<file path="config.mk">
export PLATFORM = sky130hd
export DESIGN_NAME = alu
export DESIGN_NICKNAME = d
export VERILOG_FILES = /design/src/hw/core_pkg.sv /design/src/hw/alu.sv
export SDC_FILE = /design/constraint.sdc
export NUM_CORES = 1
export LEC_CHECK = 0
export CORE_ASPECT_RATIO = 1.75
export CORE_MARGIN = 8
export CORE_UTILIZATION = 35
export DETAILED_ROUTE_END_ITERATION = 16
export DONT_BUFFER_PORTS = 1
export GPL_ROUTABILITY_DRIVEN = 1
export SLEW_MARGIN = 0
export SYNTH_ARGS = -nofsm -noshare
export SYNTH_HDL_FRONTEND = slang
export SYNTH_SLANG_ARGS = --single-unit
</file>
<file path="constraint.sdc">
create_clock -name vclk -period 6.1
set_clock_uncertainty 0.1 [all_clocks]
set_input_delay 0.61 -clock vclk [all_inputs]
set_output_delay 0.61 -clock vclk [all_outputs]
set_load 0.03 [all_outputs]
</file>
<file path="src/hw/core_pkg.sv">
`default_nettype none

package core_pkg;

  localparam int data_w    = 16;
  localparam int reg_n     = 16;
  localparam int mem_depth = 256;
  localparam int credits   = 4;

  localparam int reg_idx_w  = $clog2(reg_n);
  localparam int mem_addr_w = $clog2(mem_depth);
  localparam int q_ptr_w    = $clog2(credits);
  localparam int q_cnt_w    = $clog2(credits + 1);

  // immediate forms reuse the low bits with prefix 01.
  typedef enum logic [5:0] {
    op_nop   = 6'b000000,
    op_add   = 6'b000001,
    op_sub   = 6'b000010,
    op_not   = 6'b000011,
    op_and   = 6'b000100,
    op_or    = 6'b000101,
    op_nand  = 6'b000110,
    op_nor   = 6'b000111,
    op_mov   = 6'b001000,
    op_sar   = 6'b001001,
    op_shr   = 6'b001010,
    op_shl   = 6'b001011,
    op_xor   = 6'b001100,
    op_test  = 6'b001101,
    op_cmp   = 6'b001110,
    op_addi  = 6'b010001,
    op_subi  = 6'b010010,
    op_noti  = 6'b010011,
    op_andi  = 6'b010100,
    op_ori   = 6'b010101,
    op_nandi = 6'b010110,
    op_nori  = 6'b010111,
    op_movi  = 6'b011000,
    op_sari  = 6'b011001,
    op_shri  = 6'b011010,
    op_shli  = 6'b011011,
    op_xori  = 6'b011100,
    op_testi = 6'b011101,
    op_cmpi  = 6'b011110,
    op_lw    = 6'b100000,
    op_la    = 6'b100001,
    op_sw    = 6'b100010,
    op_sa    = 6'b100011,
    op_jmp   = 6'b110000,
    op_je    = 6'b110001,
    op_jne   = 6'b110010,
    op_jl    = 6'b110011,
    op_jle   = 6'b110100,
    op_jg    = 6'b110101,
    op_jge   = 6'b110110,
    op_jz    = 6'b110111,
    op_jnz   = 6'b111000,
    op_jo    = 6'b111001,
    op_jr    = 6'b111010
  } opcode_e;

  // values line up with the opcode low bits.
  typedef enum logic [3:0] {
    alu_nop  = 4'd0,
    alu_add  = 4'd1,
    alu_sub  = 4'd2,
    alu_not  = 4'd3,
    alu_and  = 4'd4,
    alu_or   = 4'd5,
    alu_nand = 4'd6,
    alu_nor  = 4'd7,
    alu_mov  = 4'd8,
    alu_sar  = 4'd9,
    alu_shr  = 4'd10,
    alu_shl  = 4'd11,
    alu_xor  = 4'd12,
    alu_test = 4'd13,
    alu_cmp  = 4'd14
  } alu_op_e;

  typedef enum logic [1:0] {
    mem_nop,
    mem_read,
    mem_write
  } mem_op_e;

  typedef enum logic [3:0] {
    jmp_nop,
    jmp_j,
    jmp_je,
    jmp_jne,
    jmp_jl,
    jmp_jle,
    jmp_jg,
    jmp_jge,
    jmp_jz,
    jmp_jnz,
    jmp_jo,
    jmp_jr
  } jmp_op_e;

  typedef struct packed {
    opcode_e                opcode;
    logic [reg_idx_w-1:0]   rd;
    logic [reg_idx_w-1:0]   rs;
    logic [reg_idx_w-1:0]   rt;
    logic [data_w-1:0]      imm;
  } instr_t;

  typedef struct packed {
    logic    reg_dst;      // 1 selects rd, else rt.
    logic    alu_src;      // 1 selects imm as operand b.
    logic    mem_to_reg;
    logic    reg_write;
    logic    address_src;  // 1 addresses memory by imm alone.
    alu_op_e alu_op;
    mem_op_e mem_op;
    jmp_op_e jop;
    logic    flag_write;
  } ctrl_t;

  typedef struct packed {
    logic zero;
    logic sign;
    logic carry;
    logic overflow;
  } flags_t;

  typedef struct packed {
    logic                 valid;
    logic [data_w-1:0]    pc;
    logic [data_w-1:0]    next_pc;
    logic                 reg_write;
    logic [reg_idx_w-1:0] wr_reg;
    logic [data_w-1:0]    wr_data;
    logic                 mem_write;
    logic [data_w-1:0]    mem_addr;
    logic [data_w-1:0]    mem_data;
    logic                 taken;
    flags_t               flags;     // value after the instruction.
  } retire_t;

endpackage

`default_nettype wire

</file>
<file path="src/hw/alu.sv">
`timescale 1ns/10ps
`default_nettype none

module alu (
  input  core_pkg::alu_op_e            op,
  input  logic [core_pkg::data_w-1:0]  a,
  input  logic [core_pkg::data_w-1:0]  b,
  output logic [core_pkg::data_w-1:0]  result,
  output core_pkg::flags_t             flags
);
  import core_pkg::*;

  logic [data_w:0] wide;  // extra bit catches carry out.
  logic            carry;
  logic            ovf;

  always_comb begin
    wide   = '0;
    carry  = 1'b0;
    ovf    = 1'b0;
    result = '0;

    case (op)
      alu_add: begin
        wide   = {1'b0, a} + {1'b0, b};
        result = wide[data_w-1:0];
        carry  = wide[data_w];
        ovf    = (a[data_w-1] == b[data_w-1]) && (result[data_w-1] != a[data_w-1]);
      end
      alu_sub, alu_cmp: begin
        wide   = {1'b0, a} - {1'b0, b};
        result = wide[data_w-1:0];
        carry  = wide[data_w];  // borrow.
        ovf    = (a[data_w-1] != b[data_w-1]) && (result[data_w-1] != a[data_w-1]);
      end
      alu_not:           result = ~a;
      alu_and, alu_test: result = a & b;
      alu_or:            result = a | b;
      alu_nand:          result = ~(a & b);
      alu_nor:           result = ~(a | b);
      alu_xor:           result = a ^ b;
      alu_mov:           result = b;
      alu_sar:           result = $signed(a) >>> b[3:0];
      alu_shr:           result = a >> b[3:0];
      alu_shl:           result = a << b[3:0];
      default:           result = '0;
    endcase

    flags.zero     = (result == '0);
    flags.sign     = result[data_w-1];
    flags.carry    = carry;
    flags.overflow = ovf;
  end

endmodule

`default_nettype wire

</file>
# Word-level counts from Yosys, hierarchy flattened

Index checks and enable logic that the tools add are counted.

Add/sub/neg operators: 2
Equal/unequal tests: 18
Shift-type cells: 3
Multiplexer cells: 3
Bitwise operators: 6
Reduce and logical (&&, ||, !) cells: 5

Operators by type and width:

| cell                 | count |
|---|---|
| $pmux W16 S12        | 1 |
| $not A16 Y16         | 3 |
| $eq A4 B4 Y1 const B | 7 |
| $add A16 B16 Y17     | 1 |
| $sub A16 B16 Y17     | 1 |
| $and A16 B16 Y16     | 1 |
| $eq A4 B3 Y1 const B | 4 |
| $logic_not A16 Y1    | 1 |
| $or A16 B16 Y16      | 1 |
| $shl A16 B4 Y16      | 1 |
| $shr A16 B4 Y16      | 1 |
| $sshr A16 B4 Y16     | 1 |
| $xor A16 B16 Y16     | 1 |
| $eq A4 B2 Y1 const B | 2 |
| $eq A4 B1 Y1 const B | 1 |
| $pmux W1 S2          | 2 |
| $reduce_or A2 Y1     | 2 |
| $ne A1 B1 Y1         | 3 |
| $logic_and A1 B1 Y1  | 2 |
| $eq A1 B1 Y1         | 1 |

Flip-flop bits (word level): 0

# Depth between registers and ports, before layout

Gate-level depths: netlist of the first run.

Depth in word-level cells: 4
Gate-level depth with buffers: 14

# Worst setup path before layout of the first run

OpenSTA, ideal clock, no wires.

Path kind: input to output
Start point: in b[2] (netlist name)
End point: out flags[3] (netlist name)
Data arrival time: 4978 ps
Data required time: 5390 ps
Path slack: 412 ps
Stages on the path: 13
Buffers on the path: 3
Cell sequence: clkbuf_1 inv_1 buf_1 clkbuf_1 ha_1 nand2b_1 a21o_1 a221o_1 o31a_1 or4_4 or4_1 or4b_1 nor4_2

RTL lines:

| what            | RTL line | source |
|---|---|---|
| start, declared | alu.sv:7 | `input logic [core_pkg::data_w-1:0] b,` |
| end, declared   | alu.sv:9 | `output core_pkg::flags_t flags` |

==> summary.md, run 1 <==
| Metric | Value |
|---|---|
| Synth top area cells | `ha_1 (15%), mux4_2 (9.5%), a21oi_1 (5.0%)` |
| Most frequent cells in the layout | `ha_1 (58), nor2_1 (54), inv_1 (52)` |
| Critical path peak fanout | `26` |
| Pwr/cell area | `86.0 nW/µm²` |
| Register area | `0 µm²` |
| Total Neg Setup Slack | `0 ns` |
| CP endpoint kind | `output pin` |
| FMAX | `0.199 GHz` |
| Antenna-violating nets left | `0` |
| Leakage power | `2.02 nW` |
| Die Wd | `106 µm` |
| Seq/Total Area, Yosys | `0%` |
| Initial antenna violation count | `0` |
| Largest area contributor in the netlist | `ha_1` |
| Gr usage total | `22.4%` |
| Met1 wire length | `7.45 mm` |
| Hold Path Depth | `3` |
| Vias/cell | `6.97` |
| Cell Count Post-Placement | `831` |
| Routed vias | `5795` |
| Final min period | `5.04 ns` |
| Placer Congestion | `0.978` |
| Final setup fails | `0` |
| Yosys warns | `0` |
| Global-route wire length before repair | `32.9 mm` |
| Tot Pwr | `0.433 mW` |
| Final Util | `36.4%` |
| Routed wire length | `21.7 mm` |
| Core Area | `13800 µm²` |
| Area Overhead vs Synth | `1.51%` |
| # DRC | `0` |
| Final hold violation count | `0` |
| CP Data Arrival Time | `4.33 ns` |
| Netlist cell types | `78` |
| Avg WL per Cell | `26.1 µm` |
| Clkbuf count | `0` |
| Syn Std Cell Area | `4960 µm²` |
| Status | `finished, final reports clean` |
| Mapped Cells | `700` |
| Number of fill cells in the layout | `1502` |
| Highest Signal Layer | `met4` |
| IO Port Bufs | `0` |
| Ant. Diodes | `0` |
| Max cap viols | `0` |
| Die ar. | `18400 µm²` |
| Max_slew headroom | `36.2%` |
| Min-delay worst type | `in2out` |
| Syn Nets | `796` |
| Least-Margin Pin Slew | `0.947 ns` |
| Worst Setup Start Kind | `input port` |
| Setup Fix Bufs, Post-CTS | `0` |
| Finished Layout Cells | `831` |
| Top cell type's share of synthesized area | `14.6%` |
| Starting Density | `35.8%` |
| Commonest non-fill, non-tap cell in the layout | `ha_1` |
| Detailed placement HPWL | `16.7 mm` |
| Area of the multi-input gates | `4530 µm²` |
| Final nets | `752` |
| Cts hold-fix bufs | `0` |
| DR WL met2 | `10.8 mm` |
| Met3 WL | `1.91 mm` |
| Worst IR Drop VDD | `0.0263 mV` |
| I/O pin cnt | `56` |
| Die H | `173 µm` |
| Overflow after GRT | `0` |
| Hold_sp | `a[15]` |
| RSZ-0062 raised after global routing | `false` |
| Hold EP | `flags[0]` |
| CP Class | `in2out` |
| Layout cells sized above 1 | `8.41%` |
| CTS resizes | `0` |
| Largest net degree at the start of global routing | `54` |
| DR pass1 iterations | `5` |
| Final Max Slew Viols | `0` |
| Fin crit share | `82.5%` |
| Row Count | `57` |
| Number of DRC markers in iteration 0 | `509` |
| Mapped Avg Cell Area | `7.08 µm²` |
| Worst Path Required | `5.39 ns` |
| Seq cells | `0` |
| Hold WS | `1.46 ns` |
| Vias in the first global route | `5534` |
[critical path: stages]
cell	delay (ns)
inv_1	0.28
ha_1	0.40
nor2b_1	0.19
a21o_1	0.17
a221o_1	0.34
o31a_1	0.10
or4_4	0.62
or4_1	0.55
or4b_1	0.56
nor4_2	0.27
buf_4	0.21
[kinds of logic after synthesis]
family / count (synthesis) / share of synthesized area (%)
AO/OA/AOI/OAI: 246 / 34.4
XOR/XNOR: 6 / 1.06
adder cells (fa/ha/maj): 60 / 15.5
buffers and inverters: 110 / 9.01
multiplexers: 46 / 14.8
AND/OR/NAND/NOR: 232 / 25.2
[worst max path at each step]
stage | start | to | slack (ns) | cells after the start
after floorplan | b[2] | flags[3] | 0.41 | 13
after CTS | b[3] | flags[3] | 1.07 | 11
after global placement | b[3] | flags[3] | 1.08 | 11
after detailed placement | b[3] | flags[3] | 1.08 | 11
after global routing | b[3] | flags[3] | 0.89 | 11
final | b[3] | flags[3] | 1.06 | 11
[final cells by class]
class,count,area share (%)
Multi-Input combinational cell,590,90.0
Tap cell,177,4.40
Inverter,53,3.95
Timing Repair Buffer,11,1.64
[metal layers]
layer  GRT usage [%]  vias to the layer above
li1                -                     2593
met1            23.7                     2751
met2            39.4                      360
met3            4.36                       91
met4            14.1                        0
met5               0                        -
[through the flow]
step	instance area (µm²)	setup WS [ns]
after CTS	5030	1.07
after global routing	5030	0.894
after global placement	5030	1.08
after floorplan	4960	0.412
after detailed placement	5030	1.08
final	5030	1.06
[synth_stat cells, drive strengths merged (10+ instances only)]
master  instances
ha             58
a31oi          10
mux2i          16
nor3           11
nor2b          13
nor2           54
a221o          12
nand3          17
clkbuf         33
nand2b         18
a21oi          50
a211oi         13
o21ai          49
inv            53
buf            24
mux4           21
nand2          47
[power by group]
| part | leakage (nW) | switching (mW) | internal, mW |
|---|---|---|---|
| registers | 0 | 0 | 0 |
| logic | 2.02 | 0.272 | 0.161 |
| clock network | 0 | 0 | 0 |
Power figures use the tool's default switching activity.
==> run 2, diff against run 1 <==
Clock period 6.1 ns to 4.1 ns, I/O delays scaled along.
==> run 2 against run 1 <==
  * Combinational power rose by 64%
  * Total power rose by 64%
  * Sequential share of layout area did not move
  * Critical endpoint unchanged
  * Global-route usage rose by 0.73 points
  * Largest cell class unchanged
  * First-iteration DRC count rose by 4.1%
  * Count of clock-buffer cells in the layout did not move
==> summary.md, run 2 (synthesis gave the netlist of run 1 again) <==
| Metric | Value |
|---|---|
| Avg WL per Cell | `25.9 µm (-0.81%)` |
| Number of fill cells in the layout | `1496 (-0.40%)` |
| Pre-CTS setup slack | `0.0113 ns (-1.07 ns)` |
| Final Util | `38.5% (+2.2 points)` |
| Crit-path max cell delay | `0.49 ns (-0.13 ns)` |
| Layout cells sized above 1 | `14.0% (+5.6 points)` |
| Crit. Startpoint | `a[1]` |
| # DRC | `0 (unchanged)` |
| RSZ-0062 raised after global routing | `true` |
| Pwr/cell area | `133 nW/µm² (+55%)` |
| Detailed placement HPWL | `17.8 mm (+6.8%)` |
| Antenna-violating nets left | `0 (unchanged)` |
| Fin area | `5330 µm² (+5.9%)` |
| DR pass1 iterations | `5 (unchanged)` |
| Placer Congestion | `0.979 (about the same)` |
| Combinational share of power | `100.0% (about the same)` |
| Final min period | `3.99 ns` |
| Global-route wire length before repair | `34.3 mm (+4.2%)` |
| Worst Path Required | `3.59 ns (-1.80 ns)` |
| Final setup fails | `0 (unchanged)` |
| Initial antenna violation count | `0 (unchanged)` |
| Setup ws final | `0.109 ns (-0.955 ns)` |
| Seq cells | `0 (unchanged)` |
| Routed wire length | `22.3 mm (+3.0%)` |
| Critical path peak fanout | `10 (-62%)` |
| Worst Setup EP | `flags[3]` |
| CP endpoint kind | `output pin` |
| Overflow after GRT | `0 (unchanged)` |
| IO Port Bufs | `0 (unchanged)` |
| WP depth | `12 (+1)` |
| Starting Density | `35.8% (unchanged)` |
| Internal power | `0.285 mW (+77%)` |
| Final Max Slew Viols | `0 (unchanged)` |
| Largest net degree at the start of global routing | `54 (unchanged)` |
| Gr usage total | `23.2% (+0.73 points)` |
| Commonest non-fill, non-tap cell in the layout | `ha_1` |
| Row Count | `57 (unchanged)` |
| Number of DRC markers in iteration 0 | `530 (+4.1%)` |
| Least-Margin Pin Slew | `1.28 ns (+0.330 ns)` |
| I/O pin cnt | `56 (unchanged)` |
| Bufs and invs on worst path | `3 (+1)` |
| Core Area | `13800 µm² (unchanged)` |
| CP Class | `in2out` |
| Die Wd | `106 µm (unchanged)` |
| Critical-path cell list | `inv_1 -> ha_1 -> or2_2 -> a221oi_2 -> o211ai_1 -> a311o_1 -> and2_1 -> a2111oi_1 -> buf_4 -> o2111ai_1 -> nor4_4 -> buf_6` |
| Max cap viols | `0 (unchanged)` |
| Worst IR Drop VDD | `0.0609 mV (+130%)` |
| Fin crit share | `97.3%` |
| Psw | `0.423 mW (+56%)` |
| FMAX | `0.251 GHz` |
| Min-delay worst type | `in2out` |
| CP delay by family, top | `compound AO/OA/AOI/OAI gates` |
| Final hold violation count | `0 (unchanged)` |
| Vias in the first global route | `5889 (+6.4%)` |
| Leakage power | `2.19 nW (+8.4%)` |
| Switching Share | `59.7% (-3.1 points)` |
| CP max stage cell | `a311o_1` |
| Register area | `0 µm² (unchanged)` |
| Status | `finished, final reports clean` |
| Die ar. | `18400 µm² (unchanged)` |
| Routed vias | `5971 (+3.0%)` |
| Clkbuf count | `0 (unchanged)` |
| Area Overhead vs Synth | `7.52%` |
| Die H | `173 µm (unchanged)` |
| Ant. Diodes | `0 (unchanged)` |
| Most frequent cells in the layout | `ha_1 (56), nor2_1 (54), inv_1 (51)` |
| Max_slew headroom | `14.7% (-22 points)` |
| Final nets | `784 (+4.3%)` |
| DP Area | `5310 µm² (+5.6%)` |
| Sequential cell fraction of total power | `0% (unchanged)` |
| Clock power share | `0% (unchanged)` |
| Vias/cell | `6.92 (-0.78%)` |
| Cts hold-fix bufs | `0 (unchanged)` |
| Worst Setup Start Kind | `input port` |
| CP Data Arrival Time | `3.48 ns (-0.85 ns)` |
| Area of the multi-input gates | `4580 µm² (+1.1%)` |
[run 2: area by class of cell]
cell class / count / share of cell area (%)
inverters: 53 / 3.78
repair buffers: 43 / 6.13
multi-input cells: 590 / 85.9
well taps: 177 / 4.16
[run 2: per-layer routing]
layer	GRT usage [%]	vias to the layer above	wire [µm]
met1	24.3	2900	7660
met2	41.3	327	11400
met5	0	-	0
li1	-	2651	-
met3	3.35	93	1580
met4	15.5	0	1690
[run 2: stage by stage]
stage          TNS (ns)  cells  total power, mW  hold WS (ns)
3_5_place_dp          0    863            0.693          1.08
3_3_place_gp          0    863            0.686          1.07
4_1_cts               0    863            0.697          1.08
5_1_grt         -0.0421    863            0.759          1.08
2_1_floorplan    -0.108    700            0.536          1.04
6_report              0    863            0.708          1.07
[run 2: how the worst min path moves through the flow]
stage	from	end	cells after the start	slack, ns
3_3_place_gp	a[15]	flags[0]	3	1.07
3_5_place_dp	b[2]	result[0]	3	1.08
5_1_grt	b[2]	result[0]	3	1.08
4_1_cts	a[15]	flags[0]	3	1.08
2_1_floorplan	a[15]	flags[0]	3	1.04
6_report	b[2]	result[0]	3	1.07
[run 2: power groups by stage]
| stage | registers (mW) | logic, mW | clock network, mW |
|---|---|---|---|
| floorplan | 0 | 0.536 | 0 |
| global placement | 0 | 0.686 | 0 |
| detailed placement | 0 | 0.693 | 0 |
| CTS | 0 | 0.697 | 0 |
| global route | 0 | 0.759 | 0 |
| finish | 0 | 0.708 | 0 |
[run 2: what timing repair did]
item | in CTS | in global routing
gates resized for setup | 1 | 5
hold endpoints to repair | 0 | 0
buffers inserted | 0 | 0
gates cloned | 0 | 0
endpoints found under the setup margin | 1 | 1
pin swaps | 0 | 0
