<file path="config.mk">
export PLATFORM = sky130hd
export DESIGN_NAME = retire_unit
export DESIGN_NICKNAME = d
export VERILOG_FILES = /design/src/hw/core_pkg.sv /design/src/hw/retire_unit.sv
export SDC_FILE = /design/constraint.sdc
export NUM_CORES = 1
export LEC_CHECK = 0
export BUFFER_PORTS_ARGS = -buffer_cell sky130_fd_sc_hd__buf_2
export CORE_MARGIN = 3
export CORE_UTILIZATION = 41
export CTS_CLUSTER_DIAMETER = 100
export DETAILED_ROUTE_END_ITERATION = 6
export HOLD_SLACK_MARGIN = 0.1
export PLACE_DENSITY = 0.78
export SLEW_MARGIN = 20
export SYNTH_ARGS = -nofsm -noshare
export SYNTH_HDL_FRONTEND = slang
export SYNTH_SLANG_ARGS = --single-unit
</file>
<file path="constraint.sdc">
create_clock -name clk -period 1.1 [get_ports clk]
set_clock_uncertainty 0.1 [all_clocks]
set_input_delay 0.165 -clock clk [delete_from_list [all_inputs] [get_ports clk]]
set_output_delay 0.165 -clock clk [all_outputs]
set_load 0.005 [all_outputs]
</file>
<file path="src/hw/core_pkg.sv">
`default_nettype none

package core_pkg;

  localparam int data_w    = 16;
  localparam int reg_n     = 16;
  localparam int mem_depth = 256;
  localparam int credits   = 4;

  localparam int reg_idx_w  = $clog2(reg_n);
  localparam int mem_addr_w = $clog2(mem_depth);
  localparam int q_ptr_w    = $clog2(credits);
  localparam int q_cnt_w    = $clog2(credits + 1);

  // immediate forms reuse the low bits with prefix 01.
  typedef enum logic [5:0] {
    op_nop   = 6'b000000,
    op_add   = 6'b000001,
    op_sub   = 6'b000010,
    op_not   = 6'b000011,
    op_and   = 6'b000100,
    op_or    = 6'b000101,
    op_nand  = 6'b000110,
    op_nor   = 6'b000111,
    op_mov   = 6'b001000,
    op_sar   = 6'b001001,
    op_shr   = 6'b001010,
    op_shl   = 6'b001011,
    op_xor   = 6'b001100,
    op_test  = 6'b001101,
    op_cmp   = 6'b001110,
    op_addi  = 6'b010001,
    op_subi  = 6'b010010,
    op_noti  = 6'b010011,
    op_andi  = 6'b010100,
    op_ori   = 6'b010101,
    op_nandi = 6'b010110,
    op_nori  = 6'b010111,
    op_movi  = 6'b011000,
    op_sari  = 6'b011001,
    op_shri  = 6'b011010,
    op_shli  = 6'b011011,
    op_xori  = 6'b011100,
    op_testi = 6'b011101,
    op_cmpi  = 6'b011110,
    op_lw    = 6'b100000,
    op_la    = 6'b100001,
    op_sw    = 6'b100010,
    op_sa    = 6'b100011,
    op_jmp   = 6'b110000,
    op_je    = 6'b110001,
    op_jne   = 6'b110010,
    op_jl    = 6'b110011,
    op_jle   = 6'b110100,
    op_jg    = 6'b110101,
    op_jge   = 6'b110110,
    op_jz    = 6'b110111,
    op_jnz   = 6'b111000,
    op_jo    = 6'b111001,
    op_jr    = 6'b111010
  } opcode_e;

  // values line up with the opcode low bits.
  typedef enum logic [3:0] {
    alu_nop  = 4'd0,
    alu_add  = 4'd1,
    alu_sub  = 4'd2,
    alu_not  = 4'd3,
    alu_and  = 4'd4,
    alu_or   = 4'd5,
    alu_nand = 4'd6,
    alu_nor  = 4'd7,
    alu_mov  = 4'd8,
    alu_sar  = 4'd9,
    alu_shr  = 4'd10,
    alu_shl  = 4'd11,
    alu_xor  = 4'd12,
    alu_test = 4'd13,
    alu_cmp  = 4'd14
  } alu_op_e;

  typedef enum logic [1:0] {
    mem_nop,
    mem_read,
    mem_write
  } mem_op_e;

  typedef enum logic [3:0] {
    jmp_nop,
    jmp_j,
    jmp_je,
    jmp_jne,
    jmp_jl,
    jmp_jle,
    jmp_jg,
    jmp_jge,
    jmp_jz,
    jmp_jnz,
    jmp_jo,
    jmp_jr
  } jmp_op_e;

  typedef struct packed {
    opcode_e                opcode;
    logic [reg_idx_w-1:0]   rd;
    logic [reg_idx_w-1:0]   rs;
    logic [reg_idx_w-1:0]   rt;
    logic [data_w-1:0]      imm;
  } instr_t;

  typedef struct packed {
    logic    reg_dst;      // 1 selects rd, else rt.
    logic    alu_src;      // 1 selects imm as operand b.
    logic    mem_to_reg;
    logic    reg_write;
    logic    address_src;  // 1 addresses memory by imm alone.
    alu_op_e alu_op;
    mem_op_e mem_op;
    jmp_op_e jop;
    logic    flag_write;
  } ctrl_t;

  typedef struct packed {
    logic zero;
    logic sign;
    logic carry;
    logic overflow;
  } flags_t;

  typedef struct packed {
    logic                 valid;
    logic [data_w-1:0]    pc;
    logic [data_w-1:0]    next_pc;
    logic                 reg_write;
    logic [reg_idx_w-1:0] wr_reg;
    logic [data_w-1:0]    wr_data;
    logic                 mem_write;
    logic [data_w-1:0]    mem_addr;
    logic [data_w-1:0]    mem_data;
    logic                 taken;
    flags_t               flags;     // value after the instruction.
  } retire_t;

endpackage

`default_nettype wire

</file>
<file path="src/hw/retire_unit.sv">
`timescale 1ns/10ps
`default_nettype none

module retire_unit (
  input  logic                           clk,
  input  logic                           arst_n,
  input  logic                           issue,
  input  core_pkg::ctrl_t                ctrl,
  input  logic [core_pkg::data_w-1:0]    alu_result,
  input  logic [core_pkg::data_w-1:0]    mem_rdata,
  input  logic [core_pkg::reg_idx_w-1:0] wr_reg,
  input  logic [core_pkg::data_w-1:0]    mem_addr,
  input  logic [core_pkg::data_w-1:0]    mem_data,
  input  logic [core_pkg::data_w-1:0]    pc,
  input  logic [core_pkg::data_w-1:0]    next_pc,
  input  logic                           taken,
  input  core_pkg::flags_t               flags_next,
  output logic [core_pkg::data_w-1:0]    wr_data,
  output core_pkg::retire_t              retire
);
  import core_pkg::*;

  retire_t rec_q;

  assign wr_data = ctrl.mem_to_reg ? mem_rdata : alu_result;
  assign retire  = rec_q;

  always_ff @(posedge clk or negedge arst_n) begin
    if (!arst_n) begin
      rec_q <= '0;
    end else begin
      rec_q.valid <= issue;  // one cycle per issued instruction.
      if (issue) begin
        rec_q.pc        <= pc;
        rec_q.next_pc   <= next_pc;
        rec_q.reg_write <= ctrl.reg_write;
        rec_q.wr_reg    <= wr_reg;
        rec_q.wr_data   <= wr_data;
        rec_q.mem_write <= (ctrl.mem_op == mem_write);
        rec_q.mem_addr  <= mem_addr;
        rec_q.mem_data  <= mem_data;
        rec_q.taken     <= taken;
        rec_q.flags     <= flags_next;
      end
    end
  end

endmodule

`default_nettype wire

</file>
* Yosys cells after proc, flatten, opt, wreduce, memory -nomap -nowiden
Index checks and enable logic that the tools add are counted.
** Operators by class
- Add/subtract/negate cells :: 0
- Multiply operators :: 0
- Div/mod/pow operators :: 0
- Magnitude comparators :: 0
- Equality and inequality tests :: 1
- Shift operators :: 0
- Multiplexer cells :: 1
- Bitwise logic cells :: 0
- Reductions and logical operators :: 0
** Operator list (count)
- 2-to-1 mux 16 bit :: 1
- equality test 2 bit, second input constant :: 1
** Storage, ports and cells
- Bits in registers :: 92
- Bits in latches :: 0
- RAM bits :: 0
- Memory bits (read-only) :: 0
- Bits of input ports :: 124
- Logic and storage cells :: 16
- Memories :: 0

* Depth between registers and ports, before layout
Gate-level depths: netlist (run 1).
- Word-level depth :: 1
- Gate-level depth with buffers :: 4
- Gate-level depth less buffers :: 2

* Worst setup path before layout (run 1)
No wires, ideal clock.
- Kind :: input to register
- From :: in ctrl[13] (netlist bit)
- To :: reg rec_q (netlist bit retire[46])
- Setup time :: 0.125 ns
- Arrival :: 0.970 ns
- Data required time :: 0.875 ns
- Path slack :: -0.095 ns
- Stages :: 4
- Path buffers :: 2
- Cell sequence :: buf_6 buf_12 mux2_4 mux2_4
** Between the ends
- Word-level cells in the longest chain between the ends :: 1
** RTL lines
- start: declaration :: line retire_unit.sv:8 : input core_pkg::ctrl_t ctrl,
- 2-to-1 mux 16 bit :: line retire_unit.sv:25 : assign wr_data = ctrl.mem_to_reg ? mem_rdata : alu_result;
- net wr_data (one bit) :: line retire_unit.sv:18 : output logic [core_pkg::data_w-1:0] wr_data,
- end: declaration :: line retire_unit.sv:23 : retire_t rec_q;
The timed path passes the listed nets, and every way through them passes these cells.
A chain may end at the register's enable or synchronous reset.

* Final worst setup path (run 1)
- From :: reg rec_q (netlist bit retire[54])
- To :: out retire[54] (netlist bit)
** RTL lines
- end: declaration :: line retire_unit.sv:19 : output core_pkg::retire_t retire
No word-level cell between the ends.

==> out/qor.yml, run 1 <==
setup_path:
  arrival_ps: 910
  cpMaxStageDelayCell: "dfrtp_1"
  cp-start-kind: "register"
  cpPeakStageDelay_ps: 420
  cp-end-kind: "primary output"
  cp_cell_sequence: "buf_2"
  required_ps: 830
  crit_family: "flip-flops"
  path_buf_inv: 1
  worstSetupPathType: "reg2out"
  critPathMaxFanout: 2
global_routing:
  antenna_found_initial: 0
  grt_max_degree: 32
  track_usage_pct: 23.77
  grt_pass1_vias: 3615
  grt_overflow: 0
  grt_pass1_wl_um: 18610
timing:
  max_freq_mhz: 850.0
  tightestPinTransition_ps: 276.0
  rsz0062_at_grt: "true"
  finalCriticalPeriod_ps: 1177
  worst_slack_ps: -76.53
  fin_crit_sh_pct: 107.0
  hold_ws_ps: 96.87
  hold_violations: 0
  drv_slew: 0
  final.setup.tns_ps: -3232
  slew_headroom_pct: 81.60
  setup_viol: 111
floorplan:
  die_x_um: 100.6
  rows: 33
  pin_count: 232
  die_y_um: 100.6
  die_area_um2: 10130
  initial_core_util_pct: 43.37
  core_um2: 8464
cells_and_area:
  final_util_pct: 75.82
  largest_reg_flops: 92
  final_nets: 682
  fin_area_um2: 6417
  fin_cells: 669
  syn_to_final_growth_pct: 74.81
  drive_gt1_share_pct: 69.22
yosys:
  synth_warnings: 0
  yosysMostFrequentCell: "dfrtp_1"
  ys_seq_area_share_pct: 62.71
  async_flop_share_pct: 100.0
  synth_area_leaders: "dfrtp_1 (63%), mux2_2 (26%), mux2_4 (8.2%)"
  netlist_area_um2: 3671
  synthesis.nets: 337
  synth_edf_count: 0
  postSynthAreaPerCell_um2: 17.23
  yosys_most_used_dff: "dfrtp_1"
  syn_inst: 213
  ys_seq_elements: 92
  synth_top_area_cell: "dfrtp_1"
  synth.distinct_cells: 10
  yosys-top-cells-count: "dfrtp_1 (92), mux2_2 (86), mux2_4 (20)"
  synthDominantCellAreaShare_pct: 62.71
clocking:
  cts_buffers: 9
  tritoncts: "yes"
  worstSkewPairLatency_ps: 340
  postCtsHoldBufs: 78
  cts_buffer_depth: 2
  clock-sinks: 92
  clk_pin_slew_ps: 90
  cts_max_level: 3
  cts-root-buf: "clkbuf_8"
route:
  dr.pass1.iters: 4
  wirelength_um: 12330
  drc: 0
  via_per_inst: 4.848
  avgRoutedWirePerCell_um: 18.44
  vias: 3243
  drt_iter0_drc: 44
  final_antenna_net_count: 0
place:
  gp_congestion: 0.7377
  dpl_cell_area_um2: 4985
  hpwl_um: 7187
  place.port_buffers: 219
  dp_cells: 537
pwr:
  ir_worst_vdd_mv: 0.7447
  powerDensity_nw_per_um2: 1276
  p_leak_nw: 3.218
run:
  drv_cap: 0
outcome:
  run_status: "finished with violations"
  violations: "setup timing"
min_path:
  holdCritPathClass: "in2reg"
## cells by family (layout without fill, tap and decap cells)
family | Yosys count | in the layout | synth area share [%]
buffers and inverters | 13 | 362 | 2.386
flip-flops | 92 | 92 | 62.71
AO/OA/AOI/OAI | 1 | 1 | 0.1362
multiplexers | 106 | 106 | 34.56
AND/OR/NAND/NOR | 1 | 1 | 0.2046
other | 0 | 2 | 0
## through the flow
stage / setup slack [ps] / power (mW)
after floorplan: -91.32 / 4.553
after global placement: -162.4 / 5.305
after detailed placement: -178.0 / 5.376
after CTS: -77.38 / 8.129
after global routing: -111.6 / 8.592
final: -76.53 / 8.192
## routing by layer
layer | routed length [µm] | up-vias | track usage, %
met5 | 0 | - | 0
met3 | 1032 | 27 | 7.820
li1 | - | 1446 | -
met4 | 312 | 0 | 8.705
met2 | 6685 | 165 | 43.90
met1 | 4303 | 1605 | 24.89
## power by group
part / internal, mW / leakage, nW / total, mW / switching [mW]
Sequential: 3.73 / 1.08 / 3.92 / 0.190
Clock: 1.11 / 0.0946 / 2.29 / 1.18
Combinational: 1.27 / 2.05 / 1.98 / 0.705
Total: 6.11 / 3.22 / 8.19 / 2.08
## layout make-up
cell class | count | area (µm²)
Fill cell | 500 | 2047
Antenna cell | 2 | 5.005
Sequential cell | 92 | 2302
Multi-Input combinational cell | 108 | 1311
Clock buffer | 10 | 137.6
Clock inverter | 5 | 62.56
Inverter | 1 | 3.754
Timing Repair Buffer | 346 | 2464
Tap cell | 105 | 131.4
## path summary, 6_finish.rpt
path | from | to | slack, ps | depth (start not counted)
min | alu_result[15] | retire[53] | 100 | 3
max in group asynchronous | arst_n | retire[13] | 270 | 3
min in group asynchronous | arst_n | retire[84] | 170 | 2
max | retire[54] | retire[54] | -80 | 1
min reg2reg | retire[9] | retire[9] | 410 | 1
max reg2reg | retire[48] | retire[48] | -20 | 3
## what timing repair did
action                                 4_1_cts  5_1_grt
setup endpoints to repair                  108      108
cloned                                       1        0
setup buffers                               21       15
gates resized for setup                     27        3
endpoints found under the hold margin      183        4
## placed cells by master, fill, tap and decap left out
master / count
diode_2: 2
buf_16: 1
inv_1: 1
buf_6: 17
dfrtp_1: 92
clkinv_4: 2
dlygate4sd3_1: 78
o21ai_0: 1
nand3b_1: 1
buf_4: 43
bufinv_16: 1
mux2_4: 28
mux2_2: 78
clkinvlp_4: 2
buf_2: 200
buf_12: 7
clkbuf_8: 10
No activity file was read; power rests on OpenSTA's default activity.
==> inputs of run 2 (changes only) <==
--- a/config.mk
+++ b/config.mk
@@ -16,3 +16,4 @@
 export SYNTH_ARGS = -nofsm -noshare
 export SYNTH_HDL_FRONTEND = slang
 export SYNTH_SLANG_ARGS = --single-unit
+export TNS_END_PERCENT = 30
==> out/qor.yml, run 2 (synthesis results as in run 1) <==
timing:
  slew_headroom_pct: 81.61  # was 81.60%
  rsz0062_at_grt: "true"  # unchanged
  fin_crit_sh_pct: 105.6  # was 107.0%
  hold_ws_ps: 95.21  # was 96.87 ps
  tightestPinTransition_ps: 275.9  # was 276.0 ps
  drv_slew: 0  # unchanged
  max_freq_mhz: 860.5  # was 850.0 MHz
  final.setup.tns_ps: -3009  # was -3232 ps
  finalCriticalPeriod_ps: 1162  # was 1177 ps
  worst_slack_ps: -62.05  # was -76.53 ps
  setup_viol: 109  # was 111
  hold_violations: 0  # unchanged
floorplan:
  rows: 33  # unchanged
  pin_count: 232  # unchanged
  core_um2: 8464  # unchanged
  die_area_um2: 10130  # unchanged
  initial_core_util_pct: 43.37  # unchanged
  die_y_um: 100.6  # unchanged
  die_x_um: 100.6  # unchanged
pwr:
  powerDensity_nw_per_um2: 1287  # was 1276 nW/µm²
  swShare_pct: 25.18  # was 25.38%
  clockPowerShare_pct: 28.6  # was 28.0%
  p_leak_nw: 3.083  # was 3.218 nW
  p_int_mw: 5.982  # was 6.112 mW
  ir_worst_vdd_mv: 0.7415  # was 0.7447 mV
  power_frac_comb_pct: 22.4  # was 24.2%
  seq_power_share_pct: 48.9  # was 47.8%
  power_switching_mw: 2.013  # was 2.079 mW
min_path:
  holdCritPathClass: "in2reg"  # unchanged
  worstHoldStart: "alu_result[15]"  # unchanged
  hold_depth: 3  # unchanged
  min_to: "retire[53]"  # unchanged
clocking:
  tritoncts: "yes"  # unchanged
  worstSkewPairLatency_ps: 350  # was 340 ps
  clk_pin_slew_ps: 90  # about the same
  clock-sinks: 92  # unchanged
  cts_buffers: 9  # unchanged
  cts-root-buf: "clkbuf_8"  # unchanged
  cts_buffer_depth: 2  # unchanged
  postCtsHoldBufs: 78  # unchanged
  cts_max_level: 3  # unchanged
outcome:
  run_status: "finished with violations"  # unchanged
  violations: "setup timing"  # unchanged
setup_path:
  r2r_cells: 3  # unchanged
  cp-end-kind: "primary output"  # unchanged
  cpMaxStageDelayCell: "dfrtp_1"  # unchanged
  crit_family: "flip-flops"  # unchanged
  r2r-start: "retire[6]"  # was retire[48]
  required_ps: 830  # about the same
  arrival_ps: 900  # was 910 ps
  crit_cells: 1  # unchanged
  cpPeakStageDelay_ps: 410  # was 420 ps
  cp_cell_sequence: "buf_2"  # unchanged
  worstSetupPathType: "reg2out"  # unchanged
  rrSetupSlack_ps: -10  # was -20 ps
  critPathMaxFanout: 2  # unchanged
  path_buf_inv: 1  # unchanged
  cp-start-kind: "register"  # unchanged
  rr_endpoint: "retire[6]"  # was retire[48]
place:
  dp_cells: 537  # unchanged
  gp_congestion: 0.7377  # unchanged
  place.port_buffers: 219  # unchanged
  dp_slack_ps: -178.0  # unchanged
  hpwl_um: 7187  # unchanged
global_routing:
  grt_overflow: 0  # unchanged
  track_usage_pct: 22.57  # was 23.77%
  met2_usage_pct: 42.03  # was 43.90%
  grt_pass1_wl_um: 17750  # was 18610 µm
  grtUsageMet1_pct: 23.42  # was 24.89%
  grt_max_degree: 32  # unchanged
  antenna_found_initial: 0  # unchanged
  gr-usage-met3_pct: 7.612  # was 7.820%
  grt_pass1_vias: 3520  # was 3615
  grt-busiest-layer: "met2"  # unchanged
route:
  drc: 0  # unchanged
  avgRoutedWirePerCell_um: 17.85  # was 18.44 µm
  drt_iter0_drc: 41  # was 44
  dr.pass1.iters: 4  # unchanged
  vias: 3100  # was 3243
  via_per_inst: 4.821  # was 4.848
  final_antenna_net_count: 0  # unchanged
  wirelength_um: 11480  # was 12330 µm
cells_and_area:
  n_fill_cell: 524  # was 500
  syn_to_final_growth_pct: 69.19  # was 74.81%
  drive_gt1_share_pct: 67.72  # was 69.22%
  final_nets: 656  # was 682
  fin_cells: 643  # was 669
  final_common_cell: "buf_2"  # unchanged
  final_cell_mix: "buf_2 (200), dfrtp_1 (92), mux2_2 (80)"  # was buf_2 (200), dfrtp_1 (92), mux2_2 (78), dlygate4sd3_1 (78), buf_4 (43)
  largest_reg_flops: 92  # unchanged
run:
  drv_cap: 0  # unchanged
run 2: changes by cell type in the layout (fill, tap and decap cells not counted), sizes merged:
cell,change
buf,-26
run 2: how the worst max path moves through the flow:
stage                     startpoint         end  slack (ps)
after floorplan             ctrl[13]  retire[46]         -90
after global placement      ctrl[13]  retire[51]        -160
after detailed placement    ctrl[13]  retire[41]        -180
after CTS                 retire[27]  retire[27]         -80
after global routing      retire[80]  retire[80]        -110
final                     retire[80]  retire[80]         -60
run 2: through the flow:
stage / power [mW] / instance area (µm²) / util, %
floorplan: 4.553 / 3675 / -
global placement: 5.305 / 4985 / 58.89
detailed placement: 5.376 / 4985 / 58.89
CTS: 8.040 / 6176 / 72.96
global route: 8.389 / 6206 / 73.32
finish: 7.995 / 6211 / 73.38
run 2: power groups by stage:
stage / Sequential (mW) / Clock [mW] / Combinational (mW)
final: 3.91 / 2.29 / 1.79
after CTS: 3.91 / 2.38 / 1.75
after floorplan: 4.00 / 0 / 0.557
after global routing: 3.96 / 2.50 / 1.93
after detailed placement: 3.97 / 0 / 1.40
after global placement: 3.94 / 0 / 1.36
run 2: area by class of cell:
type / count / area [µm²] / share of cell area, %
Sequential cell: 92 / 2302 / 37.07
Timing Repair Buffer: 320 / 2265 / 36.46
Multi-Input combinational cell: 108 / 1304 / 20.99
Clock buffer: 10 / 137.6 / 2.216
Tap cell: 105 / 131.4 / 2.115
Clock inverter: 5 / 62.56 / 1.007
Antenna cell: 2 / 5.005 / 0.08058
Inverter: 1 / 3.754 / 0.06044
run 2: what timing repair did:
item / 4_1_cts / 5_1_grt
hold endpoints to repair: 183 / 8
gates resized for setup: 27 / 0
pin swaps: 0 / 0
cloned: 1 / 0
setup endpoints to repair: 108 / 108
setup buffers: 6 / 4
run 2: worst register-to-register path, stage by stage (launching register included):
cell,delay (ps)
dfrtp_1,390
buf_4,130
buf_4,120
mux2_2,260
run 2: layer usage:
layer	part of all wire, %	routed length [µm]	vias up
met1	35	4032	1525
met2	55	6269	162
met5	0	0	-
met4	1.7	200	0
met3	8.5	975	20
li1	-	-	1393
==> inputs of run 3 (changes only) <==
--- a/config.mk
+++ b/config.mk
@@ -5,13 +5,14 @@
 export SDC_FILE = /design/constraint.sdc
 export NUM_CORES = 1
 export LEC_CHECK = 0
+export ABC_AREA = 1
 export BUFFER_PORTS_ARGS = -buffer_cell sky130_fd_sc_hd__buf_2
 export CORE_MARGIN = 3
 export CORE_UTILIZATION = 41
 export CTS_CLUSTER_DIAMETER = 100
 export DETAILED_ROUTE_END_ITERATION = 6
 export HOLD_SLACK_MARGIN = 0.1
-export PLACE_DENSITY = 0.78
+export PLACE_DENSITY = 0.76
 export SLEW_MARGIN = 20
 export SYNTH_ARGS = -nofsm -noshare
 export SYNTH_HDL_FRONTEND = slang
==> out/qor.yml, run 3 <==
outcome:
  run_status: "finished with violations"  # unchanged
  violations: "setup timing"  # unchanged
clocking:
  cts-root-buf: "clkbuf_8"  # unchanged
  clk_pin_slew_ps: 90  # about the same
  cts_buffers: 9  # unchanged
  tritoncts: "yes"  # unchanged
  clock-sinks: 92  # unchanged
  cts_max_level: 3  # unchanged
  worstSkewPairLatency_ps: 330  # was 350 ps
  cts_buffer_depth: 2  # unchanged
route:
  drt_iter0_drc: 103  # was 41
  via_per_inst: 4.616  # was 4.821
  drt-met1-wl_um: 4701  # was 4032 µm
  top_layer: "met4"  # unchanged
  avgRoutedWirePerCell_um: 13.85  # was 17.85 µm
  wl_met2_um: 7001  # was 6269 µm
  vias: 4270  # was 3100
  dr.pass1.iters: 4  # unchanged
  drc: 0  # unchanged
  wirelength_um: 12810  # was 11480 µm
  met3_length_um: 753  # was 975 µm
  final_antenna_net_count: 0  # unchanged
global_routing:
  track_usage_pct: 23.03  # was 22.57%
  grt_pass1_vias: 4255  # was 3520
  grt_overflow: 0  # unchanged
  grt_pass1_wl_um: 19170  # was 17750 µm
  grt_max_degree: 48  # was 32
  antenna_found_initial: 0  # unchanged
yosys:
  yosys_most_used_dff: "dfrtp_1"  # unchanged
  ys_seq_elements: 92  # unchanged
  yosys-top-cells-count: "nand2_1 (289), dfrtp_1 (92), inv_1 (32)"  # was dfrtp_1 (92), mux2_2 (86), mux2_4 (20)
  synth_xor_area_share_pct: 0  # unchanged
  yosys.area_share.simple_pct: 32.71  # was 0.2045%
  synth_fa_ha_area_share_pct: 0  # unchanged
  postSynthAreaPerCell_um2: 8.235  # was 17.23 µm²
  synth-compound-area-share_pct: 0  # was 0.1363%
  netlist_area_um2: 3879  # was 3671 µm²
  ys_seq_area_share_pct: 59.35  # was 62.71%
  synth_area_leaders: "dfrtp_1 (59%), nand2_1 (28%), inv_1 (3.1%)"  # was dfrtp_1 (63%), mux2_2 (26%), mux2_4 (8.2%)
  async_flop_share_pct: 100.0  # unchanged
  synth_top_area_cell: "dfrtp_1"  # unchanged
  synth.distinct_cells: 10  # unchanged
  synth_edf_count: 0  # unchanged
  syn_inst: 471  # was 213
  synth_warnings: 0  # unchanged
  synthesis.nets: 595  # was 337
  yosysMostFrequentCell: "nand2_1"  # was dfrtp_1
  synth_top_family_by_area: "simple AND/OR/NAND/NOR gates"  # was multiplexers
  synthDominantCellAreaShare_pct: 59.35  # was 62.71%
  synthMuxAreaShare_pct: 0  # was 34.56%
timing:
  worst_slack_ps: -46.54  # was -62.05 ps
  hold_ws_ps: 94.67  # was 95.21 ps
  finalCriticalPeriod_ps: 1147  # was 1162 ps
  setup_viol: 88  # was 109
  fin_crit_sh_pct: 104.2  # was 105.6%
  rsz0062_at_grt: "true"  # unchanged
  final.setup.tns_ps: -1704  # was -3009 ps
  slew_headroom_pct: 69.50  # was 81.61%
  drv_slew: 0  # unchanged
  tightestPinTransition_ps: 457.5  # was 275.9 ps
  hold_violations: 0  # unchanged
  max_freq_mhz: 872.2  # was 860.5 MHz
pwr:
  p_leak_nw: 3.758  # was 3.083 nW
  powerDensity_nw_per_um2: 1179  # was 1287 nW/µm²
  ir_worst_vdd_mv: 0.7730  # was 0.7415 mV
  total_power_mw: 7.603  # was 7.995 mW
place:
  dpl_cell_area_um2: 5155  # was 4985 µm²
  dp_slack_ps: -64.84  # was -178.0 ps
  place.port_buffers: 219  # unchanged
  dp_cells: 798  # was 537
  gp_congestion: 0.7889  # was 0.7377
  hpwl_um: 7970  # was 7187 µm
min_path:
  holdCritPathClass: "in2reg"  # unchanged
cells_and_area:
  largest_reg_flops: 92  # unchanged
  fin_area_um2: 6447  # was 6211 µm²
  drive_gt1_share_pct: 33.54  # was 67.72%
  final_common_cell: "nand2_1"  # was buf_2
  final_util_pct: 72.17  # was 73.38%
  syn_to_final_growth_pct: 66.23  # was 69.19%
  n_antenna_cell: 0  # was 2
  final_nets: 936  # was 656
  n_fill_cell: 679  # was 524
  fin_cells: 925  # was 643
  final_cell_mix: "nand2_1 (289), buf_2 (217), dlygate4sd3_1 (95)"  # was buf_2 (200), dfrtp_1 (92), mux2_2 (80)
floorplan:
  die_area_um2: 10660  # was 10130 µm²
  core_um2: 8934  # was 8464 µm²
  pin_count: 232  # unchanged
  die_y_um: 103.3  # was 100.6 µm
  initial_core_util_pct: 43.42  # was 43.37%
  rows: 34  # was 33
  die_x_um: 103.3  # was 100.6 µm
setup_path:
  cpPeakStageDelay_ps: 410  # about the same
  critPathMaxFanout: 2  # unchanged
  arrival_ps: 880  # was 900 ps
  required_ps: 830  # about the same
  crit_family: "flip-flops"  # unchanged
  cp-end-kind: "primary output"  # unchanged
  path_buf_inv: 1  # unchanged
  worstSetupPathType: "reg2out"  # unchanged
  cp_cell_sequence: "buf_2"  # unchanged
  cpMaxStageDelayCell: "dfrtp_1"  # unchanged
  cp-start-kind: "register"  # unchanged
run:
  drv_cap: 0  # unchanged
-- run 3: changes by cell type after synthesis, sizes merged --
cell / previous run / this run
nor2: 0 / 1
and2: 0 / 16
nand3b: 1 / 0
nand3: 0 / 16
mux2: 106 / 0
nand2: 0 / 289
inv: 1 / 34
o21ai: 1 / 0
buf: 12 / 23
-- run 3: metal layers --
| metal | track usage (%) | vias up |
|---|---|---|
| met3 | 5.567 | 30 |
| li1 | - | 2067 |
| met1 | 24.29 | 1999 |
| met2 | 43.76 | 174 |
| met5 | 0 | - |
| met4 | 8.964 | 0 |
-- run 3: logic make-up (layout without fill, tap and decap cells) --
group	after synthesis	count (layout)
AND/OR/NAND/NOR	322	322
buffers and inverters	57	403
flip-flops	92	92
-- run 3: timing repair --
item,in CTS,in global routing
pin swaps,0,0
setup endpoints to repair,108,106
cloned,1,0
gates resized for setup,6,2
setup buffers,5,9
hold endpoints to repair,183,0
hold buffers,96,0
-- run 3: worst paths after layout --
| kind | start | endpoint | slack (ps) | cells after the start |
|---|---|---|---|---|
| worst min register to register | retire[64] | retire[64] | 370 | 2 |
| worst min-delay path | mem_rdata[0] | retire[38] | 90 | 5 |
| worst max register to register | retire[59] | retire[59] | 240 | 3 |
| max in group asynchronous | arst_n | retire[51] | 400 | 3 |
| worst max-delay path | retire[10] | retire[10] | -50 | 1 |
| min in group asynchronous | arst_n | retire[33] | 260 | 3 |
-- run 3: area by class of cell --
cell class / instances / area, µm² / share of cell area [%]
clock inverters: 5 / 36.28 / 0.5628
well taps: 108 / 135.1 / 2.096
inverters: 34 / 132.6 / 2.057
clock buffers: 11 / 141.4 / 2.193
repair buffers: 353 / 2431 / 37.71
multi-input cells: 322 / 1269 / 19.68
flip-flops and latches: 92 / 2302 / 35.71
-- run 3: report_power, final --
| group | internal [mW] | switching (mW) | leakage (nW) |
|---|---|---|---|
| Combinational | 0.917 | 0.777 | 2.56 |
| Sequential | 3.69 | 0.166 | 1.12 |
| Clock | 0.890 | 1.17 | 0.0820 |
| Total | 5.49 | 2.11 | 3.76 |
